<file path="config.mk">
export PLATFORM = sky130hd
export DESIGN_NAME = expgolomb_coder
export DESIGN_NICKNAME = d
export VERILOG_FILES = /design/src/rtl/h264_pkg.sv /design/src/rtl/expgolomb_coder.sv
export SDC_FILE = /design/constraint.sdc
export NUM_CORES = 2
export LEC_CHECK = 0
export BUFFER_PORTS_ARGS = -buffer_cell sky130_fd_sc_hd__buf_2
export CAP_MARGIN = 20
export CORE_MARGIN = 3
export CORE_UTILIZATION = 35
export CTS_CLUSTER_SIZE = 12
export DETAILED_ROUTE_END_ITERATION = 16
export HOLD_SLACK_MARGIN = 0.05
export PLACE_DENSITY = 0.56
export RECOVER_POWER = 25
export SYNTH_ARGS = -nofsm -noshare
export SYNTH_HDL_FRONTEND = slang
export SYNTH_SLANG_ARGS = --single-unit
</file>
<file path="constraint.sdc">
create_clock -name clk -period 11.9 [get_ports clk]
set_input_delay 2.38 -clock clk [delete_from_list [all_inputs] [get_ports clk]]
set_output_delay 2.38 -clock clk [all_outputs]
set_load 0.05 [all_outputs]
</file>
<file path="src/rtl/h264_pkg.sv">
package h264_pkg;

    //////////////////////////////////////////////////////////////////////
    // frame geometry

    localparam int frame_w = 32;
    localparam int frame_h = 32;
    localparam int last_x  = 28;   // top-left corner of the final 4x4 block.
    localparam int last_y  = 28;
    localparam int pos_w   = 10;

    //////////////////////////////////////////////////////////////////////
    // block coefficients and codes

    localparam int coef_w         = 3;
    localparam int num_coefs      = 16;
    localparam int code_w         = 128;
    localparam int code_len_w     = 7;
    localparam int max_block_bits = 112;  // 16 codes of 7 bits, all coefficients -4.

    //////////////////////////////////////////////////////////////////////
    // fixed bitstream patterns

    localparam int slice_hdr_len = 75;
    localparam logic [slice_hdr_len-1:0] slice_hdr =
        {32'd1, 43'b0110010110001000100000000010000000000001111};

    localparam int mb_hdr_len = 22;
    localparam logic [mb_hdr_len-1:0] mb_hdr = 22'b1111111111111111110111;

    localparam int trail_len = 32;
    localparam logic [trail_len-1:0] trail_word = {1'b1, 31'd0};  // stop bit and zero pad.

    //////////////////////////////////////////////////////////////////////
    // packer storage

    localparam int word_w    = 32;
    localparam int acc_w     = 256;
    localparam int acc_len_w = $clog2(acc_w) + 1;  // holds 0 to acc_w.
    localparam int buf_words = 64;
    localparam int addr_w    = $clog2(buf_words);
    localparam int count_w   = addr_w + 1;       // holds 0 to buf_words.

    // the first block of a slice adds the most bits.
    localparam int max_append = slice_hdr_len + mb_hdr_len + max_block_bits;

endpackage : h264_pkg

</file>
<file path="src/rtl/expgolomb_coder.sv">
module expgolomb_coder
    import h264_pkg::*;
(
    input  logic                        clk,
    input  logic                        rst,
    input  logic                        in_valid,
    input  logic [num_coefs*coef_w-1:0] in_coeffs,
    output logic                        in_ready,
    input  logic                        packer_ready,
    output logic                        code_valid,
    output logic [code_w-1:0]           code_bits,
    output logic [code_len_w-1:0]       code_len
);

    logic [code_w-1:0]     code_next;
    logic [code_len_w-1:0] len_next;

    //////////////////////////////////////////////////////////////////////
    // code mapping

    // code number plus one, which is the value the Exp-Golomb code carries.
    // v > 0 maps to 2v-1, otherwise to -2v.
    function automatic logic [3:0] code_value(input logic signed [coef_w-1:0] v);
        if (v > 0)
            return 4'(2 * v);
        else
            return 4'(1 - 2 * v);
    endfunction

    // leading zeros plus the binary value, so 2*nbits-1.
    function automatic logic [2:0] code_length(input logic [3:0] value);
        if (value[3])
            return 3'd7;
        else if (value[2])
            return 3'd5;
        else if (value[1])
            return 3'd3;
        else
            return 3'd1;
    endfunction

    // coefficient 0 sits in the top bits and ends up oldest in the code.
    always_comb begin
        code_next = '0;
        len_next  = '0;
        for (int i = 0; i < num_coefs; i++) begin
            logic [3:0] value;
            logic [2:0] len;
            value     = code_value(in_coeffs[(num_coefs-1-i)*coef_w +: coef_w]);
            len       = code_length(value);
            code_next = (code_next << len) | code_w'(value);
            len_next  = len_next + code_len_w'(len);
        end
    end

    //////////////////////////////////////////////////////////////////////
    // output stage

    assign in_ready = !code_valid || packer_ready;  // empty, or draining this cycle.

    always_ff @(posedge clk) begin
        if (rst) begin
            code_valid <= 1'b0;
        end else if (in_ready) begin
            code_valid <= in_valid;
        end
    end

    always_ff @(posedge clk) begin
        if (in_valid && in_ready) begin
            code_bits <= code_next;
            code_len  <= len_next;
        end
    end

    //////////////////////////////////////////////////////////////////////
    // checks

    a_len_max : assert property (@(posedge clk) disable iff (rst)
        code_valid |-> code_len <= code_len_w'(max_block_bits));

endmodule : expgolomb_coder

</file>
==> results.ini <==
[setup_path]
critPathCaptureType = flip-flop
path_delay_family = compound AO/OA/AOI/OAI gates
r2r-end = code_bits[107]
max_stage_delay_ns = 0.67
cp.required_ns = 12.09
reg2reg_slack_ns = 8.09
arrival_ns = 11.65
crit_cells = 40
critical_path_class = primary input to flip-flop
r2r_start = code_valid
slowest_stage = a311oi_1
rr_worst_depth = 3
critPathMaxFanout = 20
crit_buf_inv = 12
crit_top_cell = buf_4
start_kind = primary input

[final_layout]
final_util_pct = 42.9
nFillCells = 10200
multi_input_area_sq_um = 28400
final_cell_mix = 761 x buf_4, 590 x nand2_1, 563 x nor2_1
regArea_sq_um = 3470
drive_above_1_share_pct = 20.2
final_nets = 5804
fin_area_sq_um = 41000
layout_commonest_cell = buf_4
area_growth_syn_to_layout_pct = 20.8

[global_routing]
grt_pass1_wl_mm = 282
grt_pass1_vias = 42700
grt_overflow = 0
track_usage_pct = 35.6
grt_max_degree = 95
grt_antenna_before_repair = 2

[drt]
wirelength_mm = 191
wire_per_inst_microns = 27.3
dr.first_iter.drc_count = 7052
avgViaCountPerCell = 6.76
ant_nets = 0
drt_pass1_iterations = 9
drc = 0
vias = 47200

[floorplanning]
rows = 113
fp.dieH_microns = 317
core_area_sq_um = 95600
die_area_sq_um = 101000
io-pin-count = 189
start_util_pct = 35.5
die_width_microns = 317

[power]
leakagePower_nw = 16.1
peakVddDrop_mv = 0.205
finalPower_mw = 7.30
p_per_area_nw_per_um2 = 178

[clock_network]
htreeDepth = 4
clock_latency_ns = 0.43
path_clk_slew_ns = 0.06
clockBufferDepth = 2
cts.sinks = 116
ctsHoldBuffers = 0
cts_tree = built
root_buffer = clkbuf_16
cts-buffers-inserted = 17

[place]
io_buffers = 168
place_congestion = 1.03
dp_hpwl_mm = 149
dpl_cell_area_sq_um = 40500

[sta]
setup_viol = 0
finalSetupTns_ns = 0
relSlewSlack_pct = -76.3
max_freq_mhz = 87.3
fin_crit_ns = 11.46
slew_viol_final = 41
hold_violations = 0
tightest_slew_ns = 2.64
period_share_pct = 96.3
skew_ns = 0.00861
rsz0062_at_grt = no

[synthesis]
synthArstFlopShare_pct = 0
netlist_instances = 5192
yosysWarnings = 0
synth_top_cells_by_area = edfxtp_1 10%, mux2i_1 8.0%, a21oi_1 6.9%, nand2_1 6.6%, nor2_1 6.3%
synth_area_sq_um = 34000
synth_edf_count = 115
synth_seq_area_share_pct = 10.2
yosys.cell_types.count = 119
synth_ff_type = edfxtp_1
yosysTopAreaCell = edfxtp_1
synth_seq_cells = 116
synth_area_per_cell_sq_um = 6.54
synth_top_area_share_pct = 10.2

[worst_hold_path]
min_path_cells = 2
hold_end = code_valid
hp-start = code_valid
hp-class = flip-flop to flip-flop

[status]
violations = capacitance limit, slew limit
outcome = finished, violations left

[flow_run]
drv_cap = 1

-- metal layers --
metal / vias to the layer above / global-route usage, % / share of wire [%]
met1: 22400 / 52.0 / 44
met4: 2 / 11.3 / 3.8
met2: 3131 / 51.8 / 41
met5: - / 0 / 0.0068
li1: 21200 / - / -
met3: 403 / 7.48 / 12
-- per-stage QoR --
step	hold slack, ns	setup slack, ns	cells
CTS	0.548	0.595	6976
finish	0.542	0.440	6978
global placement	0.500	0.0463	6944
global route	0.581	0.0167	6976
detailed placement	0.539	0.170	6944
floorplan	1.11	2.09	5211
-- worst max-delay path by stage --
| stage | from | to |
|---|---|---|
| finish | in_coeffs[36] | code_bits[72] |
| global route | in_coeffs[42] | code_bits[52] |
| CTS | in_coeffs[33] | code_bits[72] |
| detailed placement | in_coeffs[33] | code_bits[72] |
| global placement | in_coeffs[33] | code_bits[72] |
| floorplan | in_coeffs[36] | code_bits[58] |
-- registers in the layout, summed over array words and instances, names as in the netlist --
| name | cells |
|---|---|
| code_bits | 109 |
| code_len | 6 |
| code_valid | 1 |
-- cells in the mapped netlist, drive strengths merged (75+ instances only) --
master	n
o211ai	127
o22ai	75
a211oi	148
nand3	237
o21ai	445
nor3	211
a21oi	469
nand2	597
a31oi	132
clkbuf	319
nor2	569
mux2i	273
inv	104
o31ai	75
buf	147
edfxtp	115
-- cell families (layout without fill, tap and decap cells) --
| kind of cell | after synthesis | in the layout | share of synthesized area [%] |
|---|---|---|---|
| other | 1 | 22 | 0.0110 |
| and+or+nand+nor | 1935 | 1935 | 25.9 |
| AOI/OAI and AO/OA | 2137 | 2137 | 42.6 |
| xor gates and xnor gates | 14 | 14 | 0.361 |
| DFF | 116 | 116 | 10.2 |
| buffers and inverters | 573 | 1073 | 6.82 |
| muxes | 359 | 359 | 11.5 |
| adders and majority gates | 57 | 57 | 2.59 |
-- power by group --
part / internal, mW / switching [mW] / leakage [nW]
Combinational: 2.26 / 3.86 / 14.7
Clock: 0.291 / 0.206 / 0.285
Sequential: 0.643 / 0.0370 / 1.13
-- worst register-to-register path, delay by kind of cell (launching register included) --
| kind | cells | cell delay, ns |
|---|---|---|
| buf+inv | 1 | 1.00 |
| simple gates | 2 | 2.04 |
| flops | 1 | 0.30 |
-- layout make-up --
cell class	instances	area share, %
timing repair buffer	934	16.1
clock buffer	17	1.04
multi-input combinational	4522	69.2
clock inverter	15	0.351
antenna	2	0.0122
sequential	116	8.47
inverter	107	1.00
tap	1265	3.86
-- timing repair --
| item | CTS | global route |
|---|---|---|
| setup buffers | 0 | 0 |
| resized for setup | 0 | 5 |
| setup endpoints to repair | 0 | 18 |
| endpoints found under the hold margin | 0 | 0 |
Power figures use the tool's default switching activity.
