$ cat src/rtl/h264_pkg.sv
package h264_pkg;

    //////////////////////////////////////////////////////////////////////
    // frame geometry

    localparam int frame_w = 32;
    localparam int frame_h = 32;
    localparam int last_x  = 28;   // top-left corner of the final 4x4 block.
    localparam int last_y  = 28;
    localparam int pos_w   = 10;

    //////////////////////////////////////////////////////////////////////
    // block coefficients and codes

    localparam int coef_w         = 3;
    localparam int num_coefs      = 16;
    localparam int code_w         = 128;
    localparam int code_len_w     = 7;
    localparam int max_block_bits = 112;  // 16 codes of 7 bits, all coefficients -4.

    //////////////////////////////////////////////////////////////////////
    // fixed bitstream patterns

    localparam int slice_hdr_len = 75;
    localparam logic [slice_hdr_len-1:0] slice_hdr =
        {32'd1, 43'b0110010110001000100000000010000000000001111};

    localparam int mb_hdr_len = 22;
    localparam logic [mb_hdr_len-1:0] mb_hdr = 22'b1111111111111111110111;

    localparam int trail_len = 32;
    localparam logic [trail_len-1:0] trail_word = {1'b1, 31'd0};  // stop bit and zero pad.

    //////////////////////////////////////////////////////////////////////
    // packer storage

    localparam int word_w    = 32;
    localparam int acc_w     = 256;
    localparam int acc_len_w = $clog2(acc_w) + 1;  // holds 0 to acc_w.
    localparam int buf_words = 64;
    localparam int addr_w    = $clog2(buf_words);
    localparam int count_w   = addr_w + 1;       // holds 0 to buf_words.

    // the first block of a slice adds the most bits.
    localparam int max_append = slice_hdr_len + mb_hdr_len + max_block_bits;

endpackage : h264_pkg

$ cat src/rtl/block_scan.sv
module block_scan
    import h264_pkg::*;
(
    input  logic clk,
    input  logic rst,
    input  logic clear,
    input  logic advance,
    output logic first_in_slice,
    output logic first_in_mb,
    output logic last_in_slice
);

    logic [pos_w-1:0] pos_x;
    logic [pos_w-1:0] pos_y;

    assign first_in_slice = (pos_x == '0) && (pos_y == '0);
    assign first_in_mb    = (pos_x[3:0] == 4'd0) && (pos_y[3:0] == 4'd0);
    assign last_in_slice  = (pos_x == pos_w'(last_x)) && (pos_y == pos_w'(last_y));

    // raster of 4x4 blocks inside a macroblock, raster of macroblocks in the frame.
    always_ff @(posedge clk) begin
        if (rst || clear) begin
            pos_x <= '0;
            pos_y <= '0;
        end else if (advance) begin
            if (last_in_slice) begin
                pos_x <= '0;
                pos_y <= '0;
            end else if (pos_x[3:0] != 4'd12) begin
                pos_x <= pos_x + pos_w'(4);    // next block in the row.
            end else if (pos_y[3:0] != 4'd12) begin
                pos_x <= pos_x - pos_w'(12);   // next block row, same mb.
                pos_y <= pos_y + pos_w'(4);
            end else if (pos_x + pos_w'(4) != pos_w'(frame_w)) begin
                pos_x <= pos_x + pos_w'(4);    // mb to the right.
                pos_y <= pos_y - pos_w'(12);
            end else begin
                pos_x <= '0;                   // first mb of the next mb row.
                pos_y <= pos_y + pos_w'(4);
            end
        end
    end

    //////////////////////////////////////////////////////////////////////
    // checks

    a_pos_in_frame : assert property (@(posedge clk) disable iff (rst)
        (pos_x < pos_w'(frame_w)) && (pos_y < pos_w'(frame_h))
        && (pos_x[1:0] == 2'd0) && (pos_y[1:0] == 2'd0));

endmodule : block_scan

$ cat config.mk
export PLATFORM = sky130hd
export DESIGN_NAME = block_scan
export DESIGN_NICKNAME = d
export VERILOG_FILES = /design/src/rtl/h264_pkg.sv /design/src/rtl/block_scan.sv
export SDC_FILE = /design/constraint.sdc
export NUM_CORES = 1
export LEC_CHECK = 0
export ABC_AREA = 1
export BUFFER_PORTS_ARGS = -buffer_cell sky130_fd_sc_hd__buf_2
export CAP_MARGIN = 10
export CORE_MARGIN = 3
export CORE_UTILIZATION = 37
export CTS_BUF_LIST = sky130_fd_sc_hd__clkbuf_8 sky130_fd_sc_hd__clkbuf_16
export DETAILED_ROUTE_END_ITERATION = 7
export PLACE_DENSITY_LB_ADDON = 0.25
export REMOVE_ABC_BUFFERS = 1
export SLEW_MARGIN = 5
export SYNTH_ARGS = -nofsm -noshare
export SYNTH_HDL_FRONTEND = slang
export SYNTH_SLANG_ARGS = --single-unit
$ cat constraint.sdc
create_clock -name clk -period 1.77 [get_ports clk]
set_input_delay 0.177 -clock clk [delete_from_list [all_inputs] [get_ports clk]]
set_output_delay 0.177 -clock clk [all_outputs]
set_load 0.05 [all_outputs]
==> metrics.md, run 1 <==
| Metric | Value |
|---|---|
| Status | `completed` |
| Total Die Area | `about 4500 um^2` |
| Crit path DAT | `roughly 1500 ps` |
| Post-DP HPWL | `between 2000 and 2500 um` |
| Clock transition at path regs | `about 70 ps` |
| Synth top area share | `0.2327` |
| GRT overflow | `0` |
| Slew of the pin with the lowest slew margin | `between 500 and 600 ps` |
| Most frequent cell after synthesis | `nand2_1` |
| Syn Area/Cell | `between 6 and 7 um^2` |
| CTS Buf Count | `3` |
| Layout fillers | `378` |
| Register area share after synthesis | `0.2327` |
| Rows | `21` |
| Multi-input gate area | `roughly 940 um^2` |
| Core footprint | `3468 um^2` |
| Final-report setup violation count | `0` |
| VDD IR max | `roughly 0.00037 V` |
| Mux cell area share after synthesis | `0` |
| Clock Skew | `1.101 ps` |
| Area grow syn2layout | `16.55%` |
| Cell variety after synth | `35` |
| Most instantiated cells after synthesis | `54 x nand2_1, 28 x inv_1, 18 x a21oi_1` |
| Leak Pwr | `roughly 0.64 nW` |
| Simple-Gate Fraction of Synth Area | `0.3891` |
| Largest family of logic cells by synthesized area | `simple AND/OR/NAND/NOR gates` |
| Via density | `around 5.0` |
| Max Cap Violations | `0` |
| Largest area contributor in the synthesized netlist | `dfxtp_1` |
| # H-tree levels | `1` |
| Initial antenna violation count | `0` |
| Vias | `roughly 1,300` |
| #FFs+latches synth | `16` |
| Final Hold Fails | `0` |
| CTS Sinks | `16` |
| I/O pin cnt | `7` |
| I/O Buffers | `6` |
| Synth warn | `0` |
| Fin crit share | `0.9619` |
| Overall Global Routing Usage | `0.1633` |
| Nets | `approximately 230` |
| RSZ-0062 raised after global routing | `true` |
| Placed Area | `roughly 1500 um^2` |
| Max Fclk | `slightly below 600 MHz` |
| Adder-cell share of the synthesized area | `0.05455` |
| Ant diodes | `0` |
| Post-synthesis compound-gate area fraction | `0.1527` |
| Synth Cell Area | `between 1000 and 1500 um^2` |
| Drt wl/cell | `between 10 and 15 um` |
| Detailed-router iteration count before antenna repair | `4` |
| Clock tree buffer depth | `2` |
| Global-route wire length before repair | `~5600 um` |
| TritonCTS clock tree | `done` |
| Fin Hold WS | `between 200 and 250 ps` |
| GPL Wtd Cong | `between 0.8 and 0.9` |
| Post-synth EDFFs | `0` |
| Vias in the first global route | `between 1,000 and 1,500` |
| Pwr dens | `474.5 nW/um^2` |
| Clk_lat worst skew | `~260 ps` |
| Drt drc | `0` |
| Crit path required time | `1590 ps` |
| Die X | `66.99 um` |
| FFs w/ async S/R, synth | `0` |
| Final Cell Area | `~1600 um^2` |
| Gate Count Post-Synth | `212` |
| Worst Setup Start Kind | `register` |
| Die span in y | `around 67 um` |
| Xor and xnor fraction of the mapped netlist area | `0.04455` |
| Worst Path Max Fanout | `9` |
| Predominant post-synthesis flop cell | `dfxtp_1` |
| Tightest Hold Check Type | `in -> reg` |
| Worst Setup End Kind | `output pin` |
| Reg area | `roughly 340 um^2` |
| Minimum clock period | `between 1500 and 2000 ps` |
| Post-Route WL | `approximately 3300 um` |
| Post-route ant nets | `0` |
| Slew Limit Fails | `0` |
| Largest net degree at the start of global routing | `14` |
| WS Path Type | `reg -> out` |
| Worst slew margin | `0.6362` |
| Top post-synthesis cells by area | `dfxtp_1 23%, nand2_1 15%, inv_1 7.6%, a21oi_1 6.5%, nand3_1 6.2%` |
| Initial Utilization | `0.3968` |
| Share of cells above drive strength 1 | `0.2613` |
| Clock Root Buffer | `clkbuf_8` |
| Starting DRC count in detailed routing | `84` |
-- metal layers --
layer / up-vias / routed length, um / GRT usage / part of all wire
met5: - / 0 / 0 / 0
li1: 703 / - / - / -
met4: 0 / 23 / 0.03038 / 0.0069
met2: 21 / 1574 / 0.2686 / 0.47
met3: 4 / 128 / 0.04047 / 0.038
met1: 611 / 1608 / 0.2159 / 0.48
-- metrics by stage --
| step | cells | util | setup TNS (ps) | setup WS, ps | power (W) |
|---|---|---|---|---|---|
| final | 268 | 0.4625 | 0 | 67.49 | 0.0007611 |
| after global routing | 268 | 0.4625 | -59.43 | -53.19 | 0.0007907 |
| after CTS | 267 | 0.4455 | 0 | 13.89 | 0.0007697 |
| after detailed placement | 263 | 0.4228 | 0 | 46.98 | 0.0004202 |
| after global placement | 263 | 0.4228 | 0 | 92.30 | 0.0004202 |
| after floorplan | 204 | - | -972.4 | -972.4 | 0.0004012 |
-- power by group --
part	internal, W	total [W]	switching [W]
logic	0.0000139	0.0000513	0.0000374
clock network	0.000198	0.000349	0.000150
registers	0.000359	0.000361	0.00000215
total	0.000571	0.000761	0.000190
-- worst max-delay path: stages, from the launching register on --
cell     delay (ps)
dfxtp_2         390
nor4_2          340
nand3_2         130
nor4_2          160
buf_4           240
-- state kept, by name, summed over array words and instances (netlist names) --
| register | count |
|---|---|
| pos_x | 8 |
| pos_y | 8 |
-- placed cells by master (no fill, tap or decap), types with 2 or more instances in the layout --
cell      count
a21oi_1      17
nand3_2       2
xor2_1        6
buf_2         4
nand2_1      53
inv_1        26
nor3_1        3
buf_4         8
dfxtp_2       6
clkbuf_8      4
dfxtp_4       2
nand2_2       7
o21ai_1       3
nor4_2        4
inv_2         5
o21ai_0       7
dfxtp_1       8
nand3_1      16
nor2_4        3
nand3_4       2
o211ai_1      4
clkinv_1      2
nor2_1       10
a21oi_2       3
ha_1          4
-- area by class of cell --
cell class,instances,area share
Multi-Input combinational cell,156,0.5866
Sequential cell,16,0.2090
Inverter,33,0.07722
Timing Repair Buffer,13,0.05694
Tap cell,46,0.03588
Clock buffer,4,0.03432
-- repair_timing --
item	in CTS	in global routing
hold buffers	0	0
pin swaps	0	2
buffers inserted	0	0
cloned	0	1
setup endpoints to repair	2	10
resized for setup	9	17
-- final timing paths --
path	startpoint	to	slack (ps)	cells after the start
worst min-delay path	rst	pos_y[4]$_SDFFE_PP0P_	210	4
worst max-delay path	pos_x[4]$_SDFFE_PP0P_	first_in_slice	70	4
worst min register to register	pos_y[9]$_SDFFE_PP0P_	pos_y[9]$_SDFFE_PP0P_	500	2
worst max register to register	pos_x[2]$_SDFFE_PP0P_	pos_x[2]$_SDFFE_PP0P_	120	10
-- kinds of logic (layout without fill, tap and decap cells) --
group	Yosys count	in the layout
compound gates	37	37
xor+xnor	7	7
fa+ha+maj	6	6
buf+inv	41	50
flops	16	16
simple gates	105	106
No activity file was read; power rests on OpenSTA's default activity.
==> inputs of run 2 (changes only) <==
- clock period: 1.77 -> 1.76 ns (I/O delays scaled with it)
==> metrics.md, run 2 (same netlist as run 1, synthesis figures left out) <==
| Metric | Value |
|---|---|
| Status | `completed` |
| Area grow syn2layout | `15.45%` |
| Comb power frac | `0.072` |
| Largest net degree at the start of global routing | `14` |
| Crit path required time | `around 1900 ps` |
| Vias | `around 1,300` |
| WS Path Type | `reg -> reg` |
| Detailed-router iteration count before antenna repair | `4` |
| Critical Path Max Stage Delay | `360 ps` |
| Critical path origin | `pos_x[2]$_SDFFE_PP0P_` |
| Share of cells above drive strength 1 | `0.2534` |
| Most frequent cells in the layout | `53 x nand2_1, 26 x inv_1, 17 x a21oi_1, 16 x nand3_1, 10 x nor2_1` |
| Minimum clock period | `~1700 ps` |
| Clock Skew | `roughly 7.0 ps` |
| Sequential power share | `0.514` |
| Post-Route WL | `roughly 3300 um` |
| # H-tree levels | `1` |
| Die X | `around 67 um` |
| Pwr dens | `around 450 nW/um^2` |
| Final Hold Fails | `0` |
| VDD IR max | `around 0.00034 V` |
| Via density | `4.959` |
| Worst Path Max Fanout | `5` |
| Post-route ant nets | `0` |
| Reg2reg end | `pos_x[2]$_SDFFE_PP0P_` |
| Max Fclk | `598.2 MHz` |
| Clock tree buffer depth | `2` |
| Internal cell power | `about 0.00053 W` |
| I/O Buffers | `6` |
| Drt drc | `0` |
| Worst r2r src | `pos_x[2]$_SDFFE_PP0P_` |
| Clk_lat worst skew | `approximately 260 ps` |
| Initial antenna violation count | `0` |
| Worst slew margin | `0.6576` |
| Switching part of the total power | `0.2538` |
| Clock Root Buffer | `clkbuf_8` |
| GPL Wtd Cong | `about 0.87` |
| Fin Hold WS | `between 200 and 250 ps` |
| Vias in the first global route | `~1,200` |
| R2R setup slack | `roughly 90 ps` |
| Setup TNS Final | `0 ps` |
| Core footprint | `roughly 3500 um^2` |
| Switching power total | `between 0.00015 and 0.0002 W` |
| Overall Global Routing Usage | `0.1631` |
| Global-route wire length before repair | `5478 um` |
| Worst Setup End Kind | `register` |
| Fin crit share | `0.9499` |
| Slew of the pin with the lowest slew margin | `between 500 and 600 ps` |
| Most common cell after layout, fill and taps aside | `nand2_1` |
| Slew Limit Fails | `0` |
| Max Cap Violations | `0` |
| Total Die Area | `around 4500 um^2` |
| Ant diodes | `0` |
| Drt wl/cell | `12.25 um` |
| TritonCTS clock tree | `done` |
| RSZ-0062 raised after global routing | `true` |
| Tightest Hold Check Type | `in -> reg` |
| Rows | `21` |
| Post-DP HPWL | `between 2000 and 2500 um` |
| Leak Pwr | `0.6378 nW` |
| CTS Buf Count | `3` |
| Starting DRC count in detailed routing | `80` |
| CP Capture Point | `pos_x[2]$_SDFFE_PP0P_` |
| GRT overflow | `0` |
| Clock network power share | `0.414` |
| Crit path DAT | `between 1500 and 2000 ps` |
| Top flop regs | `pos_x x8, pos_y x8` |
| Die span in y | `about 67 um` |
| Crit-path most repeated cell | `nand2_1` |
| Initial Utilization | `0.3968` |
| CTS Sinks | `16` |
| CP max-delay cell | `dfxtp_4` |
| Clock transition at path regs | `70 ps` |
| Layout fillers | `388` |
| Cells along the critical path | `ha_2 > nand3_4 > inv_2 > nand2_1 > nand2_1 > nor2_4 > nand4_4 > buf_4 > o211ai_1 > a21oi_1` |
| Nets | `between 200 and 250` |
| Final-report setup violation count | `0` |
| Worst r2r path cells | `10` |
| I/O pin cnt | `7` |
| Worst Setup Start Kind | `register` |
| Post-CTS Setup Repair Bufs | `0` |
[run 2: layout make-up]
class | instances | area (um^2) | share of cell area
multi-input cells | 156 | 940.9 | 0.5921
flip-flops and latches | 16 | 334.1 | 0.2102
inverters | 33 | 123.9 | 0.07795
repair buffers | 13 | 91.34 | 0.05748
well taps | 46 | 57.56 | 0.03622
clock buffers | 3 | 41.29 | 0.02598
[run 2: worst min-delay path by stage]
stage | start | end | cells after the start
final | rst | pos_y[4]$_SDFFE_PP0P_ | 4
after global routing | clear | pos_y[4]$_SDFFE_PP0P_ | 4
after CTS | rst | pos_y[4]$_SDFFE_PP0P_ | 4
after detailed placement | pos_y[9]$_SDFFE_PP0P_ | pos_y[9]$_SDFFE_PP0P_ | 2
after global placement | pos_y[9]$_SDFFE_PP0P_ | pos_y[9]$_SDFFE_PP0P_ | 2
after floorplan | rst | pos_y[4]$_SDFFE_PP0P_ | 3
[run 2: stage by stage]
step / setup slack (ps) / cells / total power [W] / area (um^2) / util
2_1_floorplan: -981.4 / 204 / 0.0004034 / 1326 / -
3_3_place_gp: 82.07 / 263 / 0.0004226 / 1466 / 0.4228
3_5_place_dp: 36.28 / 263 / 0.0004224 / 1466 / 0.4228
4_1_cts: 17.04 / 266 / 0.0007163 / 1531 / 0.4416
5_1_grt: -70.67 / 267 / 0.0007410 / 1589 / 0.4582
6_report: 88.22 / 267 / 0.0007074 / 1589 / 0.4582
[run 2: layer usage]
layer  track usage  share of wire  vias up
met1        0.2133           0.49      599
met5             0              0        -
met4       0.05570          0.016        0
met3       0.04384          0.030        7
met2        0.2562           0.46       15
li1              -              -      703
[run 2: critical path, delay by kind of cell (launching register included)]
kind / cells / cell delay (ps)
flops: 1 / 360
fa+ha+maj: 1 / 210
simple gates: 5 / 510
compound gates: 2 / 240
buf+inv: 2 / 230
[run 2: timing repair]
action	4_1_cts	5_1_grt
pin swaps	0	3
cloned	0	1
endpoints found under the setup margin	2	12
resized for setup	9	16
hold buffers	0	0
[run 2: power by group through the flow]
stage	logic, W	clock network, W	registers [W]
6_report	0.0000507	0.000293	0.000364
2_1_floorplan	0.0000290	0	0.000374
3_3_place_gp	0.0000492	0	0.000373
3_5_place_dp	0.0000486	0	0.000374
5_1_grt	0.0000556	0.000322	0.000364
4_1_cts	0.0000506	0.000300	0.000366
==> inputs of run 3 (changes only) <==
- CORE_UTILIZATION: 37 -> 60
==> metrics.md, run 3 (same netlist as run 1, synthesis figures left out) <==
| Metric | Value |
|---|---|
| Nets | `240` |
| Global-route wire length before repair | `approximately 5900 um` |
| Max Fclk | `557.0 MHz` |
| Internal cell power | `about 0.00057 W` |
| Leak Pwr | `0.7000 nW` |
| Total Die Area | `about 2900 um^2` |
| Hold Path Sink | `pos_y[4]$_SDFFE_PP0P_` |
| Vias | `about 1,500` |
| WS Path Type | `reg -> reg` |
| Most common cell after layout, fill and taps aside | `nand2_1` |
| Worst Setup End Kind | `register` |
| Slew Limit Fails | `0` |
| Setup TNS Final | `-35.27 ps` |
| Clock transition at path regs | `about 70 ps` |
| Core footprint | `approximately 2100 um^2` |
| TritonCTS clock tree | `done` |
| RSZ-0062 raised after global routing | `true` |
| Final core occ | `0.8192` |
| Slew of the pin with the lowest slew margin | `approximately 530 ps` |
| Ant diodes | `0` |
| Overall Global Routing Usage | `0.2809` |
| Status | `finished, violations left` |
| Worst r2r src | `pos_x[2]$_SDFFE_PP0P_` |
| Via density | `6.051` |
| # H-tree levels | `1` |
| Cells along the critical path | `ha_4 > nand3_4 > inv_2 > nand2_2 > nand2_4 > nor2_4 > nand4_4 > nand2_4 > buf_4 > nand2_1 > o211ai_1 > a21oi_1` |
| Clock Skew | `around 1.6 ps` |
| CTS Sinks | `16` |
| GPL Wtd Cong | `between 0.9 and 1` |
| CP max-delay cell | `dfxtp_4` |
| CTS Buf Count | `3` |
| Rows | `16` |
| VDD IR max | `roughly 0.00046 V` |
| Initial Utilization | `0.6675` |
| Final worst setup slack | `-35.27 ps` |
| Drt wl/cell | `between 15 and 20 um` |
| Vias in the first global route | `about 1,300` |
| Starting DRC count in detailed routing | `~170` |
| Post-Route WL | `4026 um` |
| Drt drc | `0` |
| CTS hold repair buffers | `0` |
| Share of cells above drive strength 1 | `0.3144` |
| Post-DP HPWL | `~2500 um` |
| HP Start | `rst` |
| Minimum clock period | `between 1500 and 2000 ps` |
| Max Cap Violations | `0` |
| Failing checks | `setup timing` |
| Area grow syn2layout | `22.73%` |
| Final Cell Area | `roughly 1700 um^2` |
| Pwr dens | `around 450 nW/um^2` |
| Comb power frac | `0.069` |
| Post-route ant nets | `0` |
| Worst r2r path cells | `12` |
| R2R setup slack | `-40 ps` |
| Clock Root Buffer | `clkbuf_8` |
| Top flop regs | `pos_x x8, pos_y x8` |
| Tot Pwr | `between 0.0007 and 0.0008 W` |
| Crit path DAT | `about 1900 ps` |
| Switching part of the total power | `0.2496` |
| Largest net degree at the start of global routing | `14` |
| Layout fillers | `approximately 130` |
| GRT overflow | `0` |
| Buf+Inv Stages, Crit Path | `2` |
| Initial antenna violation count | `0` |
| Hold path depth | `4` |
| Crit-path most repeated cell | `nand2_4` |
| Worst slew margin | `0.6454` |
| Clock network power share | `0.457` |
| Detailed-router iteration count before antenna repair | `7` |
| Switching power total | `between 0.00015 and 0.0002 W` |
| I/O Buffers | `6` |
| Clock tree buffer depth | `2` |
| Crit path required time | `between 1500 and 2000 ps` |
| Die span in y | `53.90 um` |
| Final-report setup violation count | `1` |
| Most frequent cells in the layout | `49 x nand2_1, 24 x inv_1, 18 x a21oi_1, 16 x nand3_1, 12 x buf_4` |
| Sequential power share | `0.474` |
| Worst Path Max Fanout | `5` |
| Worst Setup Start Kind | `register` |
| I/O pin cnt | `7` |
| Clk_lat worst skew | `between 200 and 300 ps` |
| Placed Area | `around 1400 um^2` |
| Critical Path Max Stage Delay | `approximately 380 ps` |
| Tightest Hold Check Type | `in -> reg` |
| Final Hold Fails | `0` |
| Die X | `between 50 and 60 um` |
| Reg2reg end | `pos_y[5]$_SDFFE_PP0P_` |
| Top Family by Delay on Critical Path | `simple AND/OR/NAND/NOR gates` |
| Fin crit share | `1.020` |
[run 3: cell types whose count changed in the layout (fill, tap and decap cells not counted), sizes merged]
cell,before,now
buf,13,21
clkbuf,3,4
clkinv,2,1
inv,31,32
nand2,61,60
[run 3: per-layer routing]
layer / up-vias / track usage / wire (um)
met5: - / 0 / 0
met4: 0 / 0.1021 / 159
met3: 25 / 0.07756 / 451
met2: 108 / 0.4536 / 1813
met1: 696 / 0.3534 / 1601
li1: 720 / - / -
[run 3: what timing repair did]
action                                 CTS  global route
setup buffers                            1             9
endpoints found under the hold margin    0             0
setup endpoints to repair                4            15
resized for setup                        6            42
pin swaps                                1            12
[run 3: worst max-delay path by stage]
stage               cells after the start  slack [ps]                   from               endpoint
floorplan                               6        -980  pos_x[2]$_SDFFE_PP0P_         first_in_slice
global placement                       10          70  pos_x[2]$_SDFFE_PP0P_  pos_x[4]$_SDFFE_PP0P_
detailed placement                     10         -10  pos_x[2]$_SDFFE_PP0P_  pos_x[4]$_SDFFE_PP0P_
CTS                                     7          20  pos_x[2]$_SDFFE_PP0P_         first_in_slice
global route                           11        -120  pos_x[2]$_SDFFE_PP0P_  pos_y[5]$_SDFFE_PP0P_
finish                                 12         -40  pos_x[2]$_SDFFE_PP0P_  pos_y[5]$_SDFFE_PP0P_
[run 3: worst reg2reg max path: cells and delay by family, from the launching register on]
family / cells / cell delay (ps)
AND/OR/NAND/NOR: 7 / 720
buffers and inverters: 2 / 210
AO/OA/AOI/OAI: 2 / 190
flip-flops: 1 / 380
adder cells (fa/ha/maj): 1 / 180
[run 3: final cells by class]
type / instances / area [um^2] / area share
Clock buffer: 4 / 55.05 / 0.03259
Inverter: 33 / 128.9 / 0.07630
Multi-Input combinational cell: 155 / 963.4 / 0.5704
Sequential cell: 16 / 341.6 / 0.2022
Tap cell: 27 / 33.78 / 0.02000
Timing Repair Buffer: 21 / 166.4 / 0.09852
[run 3: metrics by stage]
stage | hold slack [ps] | cells | setup WS (ps)
floorplan | 353.9 | 204 | -981.4
global placement | 457.6 | 242 | 68.00
detailed placement | 470.2 | 242 | -14.22
CTS | 202.9 | 247 | 17.32
global route | 229.3 | 256 | -117.0
finish | 197.6 | 256 | -35.27
[run 3: power by group through the flow]
| stage | Sequential [W] | Combinational, W | Clock (W) |
|---|---|---|---|
| final | 0.000362 | 0.0000524 | 0.000349 |
| after global routing | 0.000362 | 0.0000563 | 0.000365 |
| after CTS | 0.000366 | 0.0000468 | 0.000344 |
| after detailed placement | 0.000374 | 0.0000463 | 0 |
| after global placement | 0.000373 | 0.0000462 | 0 |
| after floorplan | 0.000374 | 0.0000290 | 0 |
